File: config.mk
export PLATFORM = sky130hd
export DESIGN_NAME = controlUnit
export DESIGN_NICKNAME = d
export VERILOG_FILES = /design/src/source/controlPkg.sv /design/src/source/controlUnit.sv /design/src/source/controlWordGen.sv /design/src/source/cycleSequencer.sv /design/src/source/instrDecoder.sv
export VERILOG_INCLUDE_DIRS = /design/src /design/src/source
export SDC_FILE = /design/constraint.sdc
export NUM_CORES = 1
export LEC_CHECK = 0
export BUFFER_PORTS_ARGS = -buffer_cell sky130_fd_sc_hd__buf_2
export CAP_MARGIN = 20
export CORE_MARGIN = 2
export CORE_UTILIZATION = 35
export CTS_CLUSTER_SIZE = 16
export DETAILED_ROUTE_END_ITERATION = 12
export PLACE_DENSITY = 0.57
export SLEW_MARGIN = 20
export SYNTH_ARGS = -nofsm -noshare
export SYNTH_HDL_FRONTEND = slang
export SYNTH_HIERARCHICAL = 1
export SYNTH_SLANG_ARGS = --single-unit
File: constraint.sdc
create_clock -name clk -period 2.9 [get_ports clk]
set_input_delay 0.58 -clock clk [delete_from_list [all_inputs] [get_ports clk]]
set_output_delay 0.58 -clock clk [all_outputs]
set_load 0.005 [all_outputs]
File: src/source/controlUnit_macros.svh
`ifndef CONTROL_UNIT_MACROS_SVH
`define CONTROL_UNIT_MACROS_SVH

// Instruction field widths
`define OPCODE_W 6
`define FUNCT_W 6

// Cycle counter, shared by fetch and execute
`define COUNT_W 6

// Fetch cycle that writes IR and advances PC
`define FETCH_IR_CYCLE 3

// Fetch cycle that loads A, B and ALUOut
`define FETCH_REG_CYCLE 4

// Last fetch cycle, opcode and funct are decoded here
`define DECODE_CYCLE 6

`endif

File: src/source/controlPkg.sv
`default_nettype none

`include "controlUnit_macros.svh"

package controlPkg;

    typedef enum logic [5:0] {
        resetSt,
        fetchSt,
        // R-type
        addSt, andSt, multSt, divSt, jrSt, mfhiSt, mfloSt, sllSt, sllvSt,
        sltSt, sraSt, sravSt, srlSt, subSt, breakSt, rteSt, divmSt,
        // I-type
        addiSt, addiuSt, beqSt, bneSt, bleSt, bgtSt, addmSt, lbSt, lhSt,
        luiSt, lwSt, sbSt, shSt, sltiSt, swSt,
        // J-type
        jSt, jalSt,
        opcodeErrSt
    } stateT;

    typedef enum logic [2:0] {
        aluNop = 3'd0,
        aluAdd = 3'd1,
        aluSub = 3'd2
    } aluOpE;

    typedef struct packed {
        logic        memWrite;
        logic        irWrite;
        logic [2:0]  shiftReg;
        logic        regWrite;
        aluOpE       aluOp;
        logic        pcWrite;
        logic        hiWrite;
        logic        loWrite;
        logic        regAWrite;
        logic        regBWrite;
        logic        aluOutWrite;
        logic        mdrWrite;
        logic        epcWrite;
        logic [1:0]  exCause;
        logic [1:0]  pcSource;
        logic [2:0]  iorD;
        logic [1:0]  regDst;
        logic [1:0]  shiftAmt;
        logic [1:0]  shiftSrc;
        logic [2:0]  dataSrc;
        logic [1:0]  aluSrcA;
        logic [1:0]  aluSrcB;
        logic [1:0]  storeSize;
        logic [1:0]  loadSize;
    } ctrlWordT;

    typedef struct packed {
        logic [4:0]          rd;
        logic [4:0]          shamt;
        logic [`FUNCT_W-1:0] funct;
    } rTypeT;

    // Low half of the instruction word: immediate or R-type fields
    typedef union packed {
        logic [15:0] imm;
        rTypeT       rType;
    } instrLowU;

endpackage

`default_nettype wire

File: src/source/controlUnit.sv
`timescale 1ns/10ps
`default_nettype none

`include "controlUnit_macros.svh"

module controlUnit (
    input  wire logic                 clk,
    input  wire logic                 rstN,
    input  wire logic [`OPCODE_W-1:0] opcode,
    input  controlPkg::instrLowU      instrLow,
    output controlPkg::ctrlWordT      ctrl,
    output logic                      resetOut
);

    controlPkg::stateT          decodedState;
    controlPkg::stateT          seqState;
    logic [`COUNT_W-1:0]        seqCount;

    instrDecoder decoder (
        .opcode       (opcode),
        .instrLow     (instrLow),
        .decodedState (decodedState)
    );

    cycleSequencer sequencer (
        .clk          (clk),
        .rstN         (rstN),
        .decodedState (decodedState),
        .state        (seqState),
        .count        (seqCount)
    );

    // Registered control word, aligned with the sequencer state
    controlWordGen wordGen (
        .clk      (clk),
        .rstN     (rstN),
        .state    (seqState),
        .count    (seqCount),
        .ctrl     (ctrl),
        .resetOut (resetOut)
    );

endmodule

`default_nettype wire

File: src/source/controlWordGen.sv
`timescale 1ns/10ps
`default_nettype none

`include "controlUnit_macros.svh"

module controlWordGen (
    input  wire logic                clk,
    input  wire logic                rstN,
    input  controlPkg::stateT        state,
    input  wire logic [`COUNT_W-1:0] count,
    output controlPkg::ctrlWordT     ctrl,
    output logic                     resetOut
);

    function automatic controlPkg::ctrlWordT wordFor(
        input controlPkg::stateT   st,
        input logic [`COUNT_W-1:0] cnt
    );
        controlPkg::ctrlWordT w;
        w = '0;
        case (st)
            controlPkg::resetSt: begin
                w.regWrite = 1'b1;
                w.dataSrc  = 3'd4;
            end
            controlPkg::fetchSt: begin
                if (cnt <= `COUNT_W'(`FETCH_IR_CYCLE)) begin
                    // PC + 4 on the ALU
                    w.aluOp    = controlPkg::aluAdd;
                    w.aluSrcA  = 2'd1;
                    w.aluSrcB  = 2'd1;
                    w.pcSource = 2'd1;
                    if (cnt == `COUNT_W'(`FETCH_IR_CYCLE)) begin
                        w.irWrite = 1'b1;
                        w.pcWrite = 1'b1;
                    end
                end else if (cnt == `COUNT_W'(`FETCH_REG_CYCLE)) begin
                    w.regAWrite   = 1'b1;
                    w.regBWrite   = 1'b1;
                    w.aluOutWrite = 1'b1;
                    w.aluOp       = controlPkg::aluAdd;
                    w.aluSrcA     = 2'd1;
                    w.aluSrcB     = 2'd3;
                end else if (cnt == `COUNT_W'(`DECODE_CYCLE)) begin
                    w.pcSource = 2'd1;
                end
            end
            controlPkg::breakSt: begin
                if (cnt == '0) begin
                    w.pcWrite  = 1'b1;
                    w.aluOp    = controlPkg::aluSub;
                    w.aluSrcA  = 2'd1;
                    w.aluSrcB  = 2'd1;
                    w.pcSource = 2'd1;
                end
            end
            controlPkg::rteSt: begin
                // Return through EPC
                if (cnt == '0) begin
                    w.pcWrite  = 1'b1;
                    w.pcSource = 2'd3;
                end
            end
            controlPkg::opcodeErrSt: begin
                w.epcWrite = 1'b1;
                w.exCause  = 2'd1;
            end
            default: w = '0;
        endcase
        return w;
    endfunction

    always_ff @(posedge clk) begin
        if (!rstN) begin
            ctrl     <= wordFor(controlPkg::resetSt, '0);
            resetOut <= 1'b1;
        end else begin
            ctrl     <= wordFor(state, count);
            resetOut <= (state == controlPkg::resetSt);
        end
    end

endmodule

`default_nettype wire

File: src/source/cycleSequencer.sv
`timescale 1ns/10ps
`default_nettype none

`include "controlUnit_macros.svh"

// state and count carry the pair for the coming cycle, so the
// control word registered from them lines up with stateQ/countQ
module cycleSequencer (
    input  wire logic                clk,
    input  wire logic                rstN,
    input  controlPkg::stateT        decodedState,
    output controlPkg::stateT        state,
    output logic [`COUNT_W-1:0]      count
);

    controlPkg::stateT          stateQ;
    logic [`COUNT_W-1:0]        countQ;

    always_comb begin
        state = controlPkg::fetchSt;
        count = '0;
        case (stateQ)
            controlPkg::fetchSt: begin
                if (countQ == `COUNT_W'(`DECODE_CYCLE)) begin
                    // Jump into the instruction, count restarts
                    state = decodedState;
                    count = '0;
                end else begin
                    state = controlPkg::fetchSt;
                    count = countQ + 1'b1;
                end
            end
            // Two execute cycles
            controlPkg::breakSt,
            controlPkg::rteSt: begin
                if (countQ == '0) begin
                    state = stateQ;
                    count = countQ + 1'b1;
                end else begin
                    state = controlPkg::fetchSt;
                    count = '0;
                end
            end
            // resetSt, opcodeErrSt and the one-cycle instructions
            default: begin
                state = controlPkg::fetchSt;
                count = '0;
            end
        endcase
    end

    always_ff @(posedge clk) begin
        if (!rstN) begin
            stateQ <= controlPkg::resetSt;
            countQ <= '0;
        end else begin
            stateQ <= state;
            countQ <= count;
        end
    end

endmodule

`default_nettype wire

File: src/source/instrDecoder.sv
`timescale 1ns/10ps
`default_nettype none

`include "controlUnit_macros.svh"

module instrDecoder (
    input  wire logic [`OPCODE_W-1:0] opcode,
    input  controlPkg::instrLowU      instrLow,
    output controlPkg::stateT         decodedState
);

    always_comb begin
        decodedState = controlPkg::opcodeErrSt;
        case (opcode)
            // R-type, funct selects the instruction
            6'b000000: begin
                case (instrLow.rType.funct)
                    6'b100000: decodedState = controlPkg::addSt;
                    6'b100100: decodedState = controlPkg::andSt;
                    6'b011000: decodedState = controlPkg::multSt;
                    6'b011010: decodedState = controlPkg::divSt;
                    6'b001000: decodedState = controlPkg::jrSt;
                    6'b010000: decodedState = controlPkg::mfhiSt;
                    6'b010010: decodedState = controlPkg::mfloSt;
                    6'b000000: decodedState = controlPkg::sllSt;
                    6'b000100: decodedState = controlPkg::sllvSt;
                    6'b101010: decodedState = controlPkg::sltSt;
                    6'b000011: decodedState = controlPkg::sraSt;
                    6'b000111: decodedState = controlPkg::sravSt;
                    6'b000010: decodedState = controlPkg::srlSt;
                    6'b100010: decodedState = controlPkg::subSt;
                    6'b001101: decodedState = controlPkg::breakSt;
                    6'b010011: decodedState = controlPkg::rteSt;
                    6'b000101: decodedState = controlPkg::divmSt;
                    default:   decodedState = controlPkg::opcodeErrSt;
                endcase
            end
            // I-type
            6'b001000: decodedState = controlPkg::addiSt;
            6'b001001: decodedState = controlPkg::addiuSt;
            6'b000100: decodedState = controlPkg::beqSt;
            6'b000101: decodedState = controlPkg::bneSt;
            6'b000110: decodedState = controlPkg::bleSt;
            6'b000111: decodedState = controlPkg::bgtSt;
            6'b000001: decodedState = controlPkg::addmSt;
            6'b100000: decodedState = controlPkg::lbSt;
            6'b100001: decodedState = controlPkg::lhSt;
            6'b001111: decodedState = controlPkg::luiSt;
            6'b100011: decodedState = controlPkg::lwSt;
            6'b101000: decodedState = controlPkg::sbSt;
            6'b101001: decodedState = controlPkg::shSt;
            6'b001010: decodedState = controlPkg::sltiSt;
            6'b101011: decodedState = controlPkg::swSt;
            // J-type
            6'b000010: decodedState = controlPkg::jSt;
            6'b000011: decodedState = controlPkg::jalSt;
            // All ones restarts the unit
            6'b111111: decodedState = controlPkg::resetSt;
            default:   decodedState = controlPkg::opcodeErrSt;
        endcase
    end

endmodule

`default_nettype wire
## Word-level counts from Yosys, hierarchy flattened

Memory sizes are Yosys's and may differ from the RTL's.
Cells that the tools add are included.

- Flip-flop bits (word level): 34
- Latch bits: 0
- Bits in writable memories: 0
- Memory bits (read-only): 384
- Bits of input ports: 24
- Output and inout port bits: 42
- Logic and storage cells: 85
- Memories: 1

Memory list:

| memory | depth | bits a word | rd ports | clocked after memory_dff | write ports | line | source |
|---|---|---|---|---|---|---|---|
| (name not given) | 64 | 6 | 1 | 0 | 0 | instrDecoder.sv:17 | `case (instrLow.rType.funct)` |

- $add $sub $neg: 1
- Multiply operators: 0
- Div/mod/pow operators: 0
- Order comparisons: 1
- Eq/ne operators: 29
- Shift operators: 0
- Multiplexer cells: 28
- Bitwise operators: 2
- Reduce and logical (&&, ||, !) cells: 7

Operators by type and width:

| kind | count |
|---|---|
| case mux 6 bit (19 select lines) | 1 |
| == test 6 bit (second input constant) | 8 |
| == test 6 x 3 -> 1 bit (second input constant) | 7 |
| == test 6 x 4 -> 1 bit (second input constant) | 4 |
| == test 6 x 5 -> 1 bit (second input constant) | 4 |
| zero test 6 bit | 4 |
| two-way mux 6 bit | 4 |
| case mux 6 bit (2 select lines) | 2 |
| == test 6 x 1 -> 1 bit (second input constant) | 3 |
| == test 6 x 2 -> 1 bit (second input constant) | 3 |
| two-way mux 3 bit | 6 |
| two-way mux 1 bit | 8 |
| case mux 4 bit (2 select lines) | 1 |
| adder 6 x 1 -> 6 bit (second input constant) | 1 |
| less-or-equal comparator 6 x 2 -> 1 bit (second input constant) | 1 |
| case mux 2 bit (3 select lines) | 1 |
| case mux 3 bit (2 select lines) | 1 |
| two-way mux 2 bit | 2 |
| two-way mux 4 bit | 1 |
| case mux 1 bit (3 select lines) | 1 |
| OR reduction 3 bit | 1 |
| NOT 1 bit | 2 |
| AND reduction 2 bit | 1 |
| OR reduction 2 bit | 1 |

## Longest topological paths before layout

Gate-level depths: netlist (run 1).

- Depth after elaboration: 8
- Depth in mapped cells: 12
- Depth with buffers taken out: 12

## Modules after synthesis

Netlist (run 1), hierarchy kept.

By module, submodules not included:

| module | instances | cells an instance | area each (µm²) | seq. area each (µm²) |
|---|---|---|---|---|
| instrDecoder | 1 | 115 | 739.5 | 0.0 |
| cycleSequencer | 1 | 75 | 713.2 | 240.2 |
| controlWordGen | 1 | 72 | 624.3 | 220.2 |

## Least setup slack after synthesis (run 1)

No wires, ideal clock.

- Kind: input port to flip-flop
- Start: input port instrLow[0] (netlist name)
- End: register, netlist name wordGen/ctrl[31]
- Setup time: 87 ps
- Arrival: 2696 ps
- Data required time: 2813 ps
- Path slack: 117 ps
- Stages on the path: 11
- Path buffers: 0
- Path through: inv_1 -> ha_1 -> o21ai_0 -> a32oi_1 -> o311ai_1 -> and3b_1 -> and4_1 -> a31oi_1 -> nand2b_1 -> or2_2 -> a211oi_1

- Cells in the longest elaborated chain, start to end: 6
- Elaborated cells on any way between the ends: 8
- Classes of those cells: eq/ne: 3; mux: 4; memory: 1

Ends and longest elaborated chain:

| what | line | source |
|---|---|---|
| start: declaration | controlUnit.sv:10 | `input controlPkg::instrLowU instrLow,` |
| memory (64 x 6 bit) (*) | - |  |
| case mux 6 bit (19 select lines) (*) | instrDecoder.sv:14 | `case (opcode)` |
| net decodedState[0] | controlUnit.sv:15 | `controlPkg::stateT decodedState;` |
| two-way mux 6 bit (*) | cycleSequencer.sv:24 | `` if (countQ == `COUNT_W'(`DECODE_CYCLE)) begin `` |
| case mux 6 bit (2 select lines) (*) | cycleSequencer.sv:22 | `case (stateQ)` |
| net seqState[0] | controlUnit.sv:16 | `controlPkg::stateT seqState;` |
| == test 6 x 5 -> 1 bit / == test 6 x 1 -> 1 bit (equally long branches) | controlWordGen.sv:21 | `case (st)` |
| case mux 1 bit (3 select lines) (*) | controlWordGen.sv:21 |  |

The timed path passes the listed nets; every way through them passes the cells marked *.
A chain may end at the register's enable or synchronous reset.

## Worst setup path after layout (run 1)

- Start: input port instrLow[0] (netlist name)
- End: register, netlist name wordGen/ctrl[31]

- Cells in the longest elaborated chain, start to end: 6
- Elaborated cells on any way between the ends: 8
- Classes of those cells: eq/ne: 3; mux: 4; memory: 1

Ends and longest elaborated chain:

| what | line |
|---|---|
| memory (64 x 6 bit) (*) | - |
| case mux 6 bit (19 select lines) (*) | instrDecoder.sv:14 |
| net decodedState[0] | controlUnit.sv:15 |
| two-way mux 6 bit (*) | cycleSequencer.sv:24 |
| case mux 6 bit (2 select lines) (*) | cycleSequencer.sv:22 |
| net seqState[0] | controlUnit.sv:16 |
| == test 6 x 5 -> 1 bit / == test 6 x 1 -> 1 bit (equally long branches) | controlWordGen.sv:21 |
| case mux 1 bit (3 select lines) (*) | controlWordGen.sv:21 |

Marks and branches as above.

==> impl_metrics.yaml, run 1 <==
routing:
  viasPerCell: 4.95
  drc: 0
  first_pass_iters: 5
  drt_iter0_drc: 89
  routed_wl_um: 4360
  via_count: 1807
  routedWlPerCell_um: 11.9
  ant_nets: 0
synth:
  seq_area_frac_synth_pct: 22.2
  synth-async-reset-ratio_pct: 0
  synth_area_um2: 2080
  synth.top_cells.by_count: "33 x buf_4, 23 x dfxtp_1, 19 x nor2_1, 15 x nand2_1"
  syn_inst: 262
  synth_edf_count: 0
  synth_top_area_cell: "dfxtp_1"
  synth_warnings: 6
  synth_seq_cells: 23
  syn_area_per_cell_um2: 7.93
  synth_cell_types: 66
  ys_top_cells_by_area: "dfxtp_1 22%, buf_4 12%, ha_1 5.4%"
  synth_top_cell_area_share_pct: 22.2
  yosysMostFrequentCell: "buf_4"
  synth_ff_type: "dfxtp_1"
clock_tree:
  htree_levels: 1
  clockBufferDepth: 2
  clkTransAtPathRegs_ns: 0.08
  cts.sinks: 23
  cts_buffers: 3
  cts_root_buf: "clkbuf_8"
  cts_resized: 0
  clk_latency_ns: 0.27
  postCtsSetupBuffers: 0
  cts_tree: "done"
  hold_buffers: 0
floorplan:
  dieArea_um2: 6570
  die_h_um: 81.0
  row_count: 28
  pin_count: 66
  placeableCoreArea_um2: 5820
  die_w_um: 81.0
  start_util_pct: 35.7
placement:
  gp_congestion: 0.835
  io_buffers: 30
  dpl.hpwl_um: 3420
  place_ws_ns: -0.0561
sta:
  fin_hold_ws_ns: 0.574
  drv_slew: 0
  hold_violations: 0
  rsz0062_at_grt: "false"
  relSlewSlack_pct: 66.0
  tns_ns: 0
  max_freq_mhz: 374
  fin_ws_ns: 0.223
  setup_viol: 0
  clock-skew-final_ns: 0.00666
  fin_crit_ns: 2.68
  period_share_pct: 92.3
  worstMarginPinSlew_ns: 0.503
worst_setup_path:
  cp_cell_sequence: "buf_2, inv_1, ha_1, o21ai_0, a32oi_1, o311ai_1, and3b_1, and4_1, a31oi_1, nand2b_1, or2_2, a211oi_1"
  cp.required_ns: 3.07
  crit_path_max_fanout: 3
  crit_path_max_incr_delay_ns: 0.30
  critPathArrivalTime_ns: 2.85
  critPathTopFamily: "compound AO/OA/AOI/OAI gates"
  crit_path_top_delay_cell: "ha_1"
  startpoint_type: "input pin"
  critPathCaptureType: "flop"
  cp.buffers_inverters: 2
  crit_type: "input pin to flop"
global_routing:
  grt_max_degree: 18
  use_met3_pct: 1.33
  grt_first_pass_wirelength_um: 7400
  use_met1_pct: 18.2
  busiest_layer: "met2"
  grtUsageTotal_pct: 14.0
  grt_pass1_vias: 1656
  grt.met2_usage_pct: 23.9
  grt_remaining_overflow: 0
  antenna_found_initial: 0
power:
  p_per_area_nw_per_um2: 300
  p_total_mw: 0.672
  p_leak_nw: 1.02
  ir_worst_vdd_mv: 0.178
final_layout:
  syn_to_final_growth_pct: 7.89
  fillers: 636
  fin_util_pct: 38.5
  diodes: 0
  seqCellArea_um2: 460
  multi_input_area_um2: 1320
  finalNetCount: 324
  drive_above_1_share_pct: 21.7
status:
  status: "completed"
min_path:
  hold_path.class: "flop to flop"
flow_run:
  drv_cap: 0
==> final timing paths <==
check	from	to	slack, ns	depth (start not counted)
max	instrLow[0]	wordGen/ctrl[31]	0.22	12
min reg2reg	sequencer/countQ[0]	sequencer/countQ[0]	0.57	2
min	sequencer/countQ[0]	sequencer/countQ[0]	0.57	2
max reg2reg	sequencer/countQ[4]	wordGen/ctrl[39]	0.38	6
==> registers in the layout, summed over array words and instances (netlist names) <==
name / count
sequencer/countQ: 6
sequencer/stateQ: 6
wordGen/ctrl: 11
==> cells in the final DEF (no fill, tap or decap), types with 7 or more instances in the layout <==
master,Yosys,layout
buf_2,8,30
dfxtp_1,23,23
o21ai_0,11,11
nand2_1,15,15
a21oi_1,13,13
nand3_1,8,8
inv_1,13,13
nor2_1,19,19
ha_1,9,9
conb_1,1,25
and3_1,7,7
buf_4,33,16
==> cells by family (layout without fill, tap and decap cells) <==
| family | count (synthesis) | count (layout) | share of synthesized area, % |
|---|---|---|---|
| buffers and inverters | 59 | 63 | 18.6 |
| AOI/OAI and AO/OA | 67 | 67 | 23.4 |
| muxes | 3 | 3 | 1.51 |
| other | 1 | 25 | 0.181 |
| and+or+nand+nor | 95 | 95 | 26.6 |
| DFF | 23 | 23 | 22.2 |
| xor gates and xnor gates | 5 | 5 | 2.11 |
| adders and majority gates | 9 | 9 | 5.42 |
==> cell type report <==
class | count | area share, %
inverter | 13 | 2.18
timing repair buffer | 46 | 12.1
clock inverter | 1 | 0.223
multi-input combinational | 204 | 59.0
sequential | 23 | 20.5
clock buffer | 3 | 1.84
tap | 75 | 4.19
==> worst register-to-register path: cells and delay by family (launching register included) <==
kind | cells | cell delay, ns
compound gates | 2 | 0.46
simple gates | 4 | 1.59
flops | 1 | 0.37
==> per-layer routing <==
layer	wire length [µm]	share of wire [%]
met1	2020	46
met2	2120	49
met5	0	0
met4	67	1.5
met3	158	3.6
==> power breakdown <==
group          internal [mW]  switching (mW)
Clock                 0.0960           0.105
Sequential             0.321         0.00302
Combinational         0.0578          0.0892
==> stage by stage <==
step	instances	instance area, µm²
floorplan	286	2170
global placement	361	2190
detailed placement	361	2190
CTS	365	2240
global route	365	2240
finish	365	2240
No activity file was read; power rests on OpenSTA's default activity.
==> run 2: changes to the inputs <==
REMOVE_ABC_BUFFERS = 1   (was default)
==> impl_metrics.yaml, run 2 (same netlist as run 1, synthesis figures left out) <==
worst_setup_path:
  cp.required_ns: 3.08
  crit_path_top_delay_cell: "ha_1"
  critPathCaptureType: "flop"
  cp.buffers_inverters: 2
  crit_path_max_incr_delay_ns: 0.31
  crit_path_max_fanout: 3
  critPathArrivalTime_ns: 2.78
  critPathTopFamily: "compound AO/OA/AOI/OAI gates"
  cp_cell_sequence: "buf_2, inv_1, ha_1, o21ai_0, a32oi_1, o311ai_1, and3b_1, and4_1, a31oi_1, nand2b_1, or2_2, a211oi_1"
  startpoint_type: "input pin"
  crit_type: "input pin to flop"
floorplan:
  start_util_pct: 35.7
  die_w_um: 81.0
  pin_count: 66
  placeableCoreArea_um2: 5820
  dieArea_um2: 6570
  die_h_um: 81.0
  row_count: 28
routing:
  viasPerCell: 4.93
  first_pass_iters: 4
  via_count: 1819
  routedWlPerCell_um: 11.6
  ant_nets: 0
  drc: 0
  drt_iter0_drc: 68
  routed_wl_um: 4290
final_layout:
  reg_top3: "wordGen/ctrl (11), sequencer/countQ (6), sequencer/stateQ (6)"
  top_register: "wordGen/ctrl"
  final_cell_mix: "30 x buf_2, 25 x conb_1, 23 x dfxtp_1"
  finalNonFillerCells: 369
  layout_commonest_cell: "buf_2"
  diodes: 0
  largest_reg_flops: 11
  fin_area_um2: 2270
  finalNetCount: 328
  syn_to_final_growth_pct: 9.34
  drive_above_1_share_pct: 22.8
global_routing:
  grt_max_degree: 18
  antenna_found_initial: 0
  grt_pass1_vias: 1642
  grtUsageTotal_pct: 13.5
  grt_first_pass_wirelength_um: 7180
  grt_remaining_overflow: 0
clock_tree:
  clkTransAtPathRegs_ns: 0.08
  clk_latency_ns: 0.26
  clockBufferDepth: 2
  htree_levels: 1
  cts_tree: "done"
  postCtsSetupBuffers: 0
  cts_buffers: 3
  cts_resized: 0
  cts.sinks: 23
  cts_root_buf: "clkbuf_8"
  hold_buffers: 0
placement:
  io_buffers: 30
  place_ws_ns: 0.0000466
  dpl_cell_area_um2: 2220
  dpl.hpwl_um: 3360
  gp_congestion: 0.830
  dp.cells: 365
sta:
  fin_crit_ns: 2.60
  fin_ws_ns: 0.302
  hold_violations: 0
  tns_ns: 0
  max_freq_mhz: 385
  drv_slew: 0
  setup_viol: 0
  clock-skew-final_ns: 0.00393
  rsz0062_at_grt: "false"
  period_share_pct: 89.6
power:
  power.share.switching_pct: 28.6
  power.internal_mw: 0.479
  ir_worst_vdd_mv: 0.132
  p_per_area_nw_per_um2: 296
  pwr-share-comb_pct: 22.6
  switchingPower_mw: 0.192
  sequentialPowerShare_pct: 48.3
  p_leak_nw: 1.04
  power_frac_clock_pct: 29.1
status:
  status: "completed"
min_path:
  hold_path.class: "flop to flop"
flow_run:
  drv_cap: 0
## run 2: worst paths after layout
check                            from                  end  slack, ns  cells after the start
hold reg to reg   sequencer/countQ[0]  sequencer/countQ[0]       0.57                      2
setup reg to reg  sequencer/countQ[3]     wordGen/ctrl[21]       0.48                      7
setup / recovery          instrLow[0]     wordGen/ctrl[31]       0.30                     12
hold / removal    sequencer/countQ[0]  sequencer/countQ[0]       0.57                      2
## run 2: area by class of cell
| class | count | area [µm²] |
|---|---|---|
| clock buffer | 3 | 41.3 |
| clock inverter | 1 | 5.00 |
| fill | 639 | 3540 |
| inverter | 13 | 48.8 |
| multi-input combinational | 204 | 1320 |
| sequential | 23 | 460 |
| tap | 75 | 93.8 |
| timing repair buffer | 50 | 300 |
## run 2: through the flow
step	hold slack (ns)	total power, mW	utilization, %
detailed placement	0.547	0.483	38.3
finish	0.567	0.671	39.0
global route	0.585	0.713	39.0
CTS	0.573	0.678	39.0
global placement	0.544	0.481	38.3
floorplan	0.505	0.412	-
## run 2: power by group through the flow
stage | Clock [mW] | Combinational (mW) | Sequential [mW]
floorplan | 0 | 0.0781 | 0.333
global placement | 0 | 0.150 | 0.332
detailed placement | 0 | 0.151 | 0.332
CTS | 0.202 | 0.152 | 0.324
global route | 0.216 | 0.172 | 0.325
finish | 0.195 | 0.152 | 0.324
## run 2: metal layers
layer	vias up	global-route usage [%]	part of all wire (%)
li1	949	-	-
met1	824	17.3	48
met2	42	24.0	47
met3	4	1.11	4.0
met4	0	4.24	1.0
met5	-	0	0
## run 2: worst min-delay path, delay by kind of cell, from the launching register on
family / cells / cell delay [ns]
flops: 1 / 0.34
buf+inv: 1 / 0.15
compound gates: 1 / 0.04
==> run 3: changes to the inputs <==
clock period = 2.15 ns   (was 2.9 ns; I/O delays follow)
==> impl_metrics.yaml, run 3 (same netlist as run 1, synthesis figures left out) <==
clock_tree:
  cts_root_buf: "clkbuf_8"
  cts.sinks: 23
  cts_buffers: 3
  cts_tree: "done"
  clkTransAtPathRegs_ns: 0.08
  hold_buffers: 0
  clockBufferDepth: 2
  htree_levels: 1
  clk_latency_ns: 0.26
min_path:
  whs_endpoint: "wordGen/ctrl[10]"
  hold_path.class: "input pin to flop"
  hp-start: "rstN"
  whs_path_depth: 2
final_layout:
  fillers: 575
  syn_to_final_growth_pct: 43.6
  final_cell_mix: "60 x buf_4, 28 x buf_2, 25 x conb_1"
  multi_input_area_um2: 1600
  seqCellArea_um2: 460
  fin_util_pct: 51.3
  largest_reg_flops: 11
  fin_area_um2: 2980
  finalNetCount: 377
  diodes: 0
  drive_above_1_share_pct: 44.6
  top_register: "wordGen/ctrl"
  reg_top3: "wordGen/ctrl (11), sequencer/countQ (6), sequencer/stateQ (6)"
  layout_commonest_cell: "buf_4"
floorplan:
  placeableCoreArea_um2: 5820
  row_count: 28
  die_w_um: 81.0
  pin_count: 66
  start_util_pct: 35.7
  dieArea_um2: 6570
  die_h_um: 81.0
worst_setup_path:
  crit_path_max_fanout: 4
  critPathArrivalTime_ns: 2.40
  crit_start: "instrLow[1]"
  r2r_end: "wordGen/ctrl[4]"
  crit_type: "input pin to flop"
  cp.required_ns: 2.35
  r2r_start: "sequencer/countQ[3]"
  rrSetupSlack_ns: 0.05
  r2r_cells: 7
  critPathCaptureType: "flop"
  startpoint_type: "input pin"
sta:
  hold_violations: 0
  max_freq_mhz: 456
  fin_hold_ws_ns: 0.434
  rsz0062_at_grt: "true"
  setup_viol: 1
  fin_crit_ns: 2.19
  period_share_pct: 102
  fin_ws_ns: -0.0428
  clock-skew-final_ns: 0.00539
  drv_slew: 0
routing:
  drt_iter0_drc: 39
  first_pass_iters: 4
  met3WireLength_um: 249
  routedWlPerCell_um: 12.4
  maxUsedRoutingLayer: "met4"
  ant_nets: 0
  wl_met1_um: 2100
  dr_wl_met2_um: 2780
  via_count: 2069
  drc: 0
  viasPerCell: 4.95
  routed_wl_um: 5200
flow_run:
  drv_cap: 0
global_routing:
  antenna_found_initial: 0
  grt_max_degree: 14
  grtUsageTotal_pct: 15.6
  grt_first_pass_wirelength_um: 8310
  grt_remaining_overflow: 0
  grt_pass1_vias: 1901
power:
  ir_worst_vdd_mv: 0.218
  p_total_mw: 1.01
  p_per_area_nw_per_um2: 338
  p_leak_nw: 1.36
placement:
  dpl_cell_area_um2: 2540
  io_buffers: 30
  dpl.hpwl_um: 3840
  gp_congestion: 0.835
status:
  status: "complete, but fails checks"
  violations: "setup timing"
## run 3: repair_timing
action,in CTS,in global routing
pin swaps,17,14
setup buffers,5,3
setup endpoints to repair,11,11
gates resized for setup,35,43
gates cloned,1,0
## run 3: worst max-delay path: stages
cell and delay (ns):
buf_8 0.10, inv_6 0.05, buf_6 0.10, ha_4 0.13, and3_4 0.19, a31oi_4 0.04, o31ai_2 0.17, and3_1 0.18
nand4_1 0.12, nand2_1 0.12, or4b_4 0.51, o22a_1 0.18, nor2_1 0.07
## run 3: per-layer routing
layer	track usage, %	vias up
met2	30.9	57
met5	0	-
met4	2.54	0
met1	18.2	957
li1	-	1047
met3	1.33	8
## run 3: worst max-delay path by stage
stage | end
floorplan | wordGen/ctrl[31]
global placement | wordGen/ctrl[31]
detailed placement | wordGen/ctrl[31]
CTS | wordGen/ctrl[31]
global route | wordGen/ctrl[4]
finish | wordGen/ctrl[4]
## run 3: through the flow
| step | setup WS (ns) | cells | setup TNS (ns) |
|---|---|---|---|
| after floorplan | -0.482 | 240 | -1.94 |
| after global placement | -0.469 | 405 | -4.14 |
| after detailed placement | -0.544 | 405 | -5.01 |
| after CTS | -0.0689 | 415 | -0.135 |
| after global routing | -0.119 | 418 | -0.404 |
| final | -0.0428 | 418 | -0.0428 |
## run 3: area by class of cell
| class | instances | area share (%) |
|---|---|---|
| Clock inverter | 1 | 0.168 |
| Multi-Input combinational cell | 205 | 53.5 |
| Clock buffer | 3 | 1.38 |
| Inverter | 13 | 2.06 |
| Sequential cell | 23 | 15.4 |
| Tap cell | 75 | 3.15 |
| Timing Repair Buffer | 98 | 24.3 |
## run 3: power by group
group / internal, mW / total (mW) / leakage [nW] / switching [mW]
Sequential: 0.434 / 0.437 / 0.187 / 0.00380
Combinational: 0.150 / 0.306 / 1.14 / 0.156
Clock: 0.129 / 0.266 / 0.0255 / 0.137
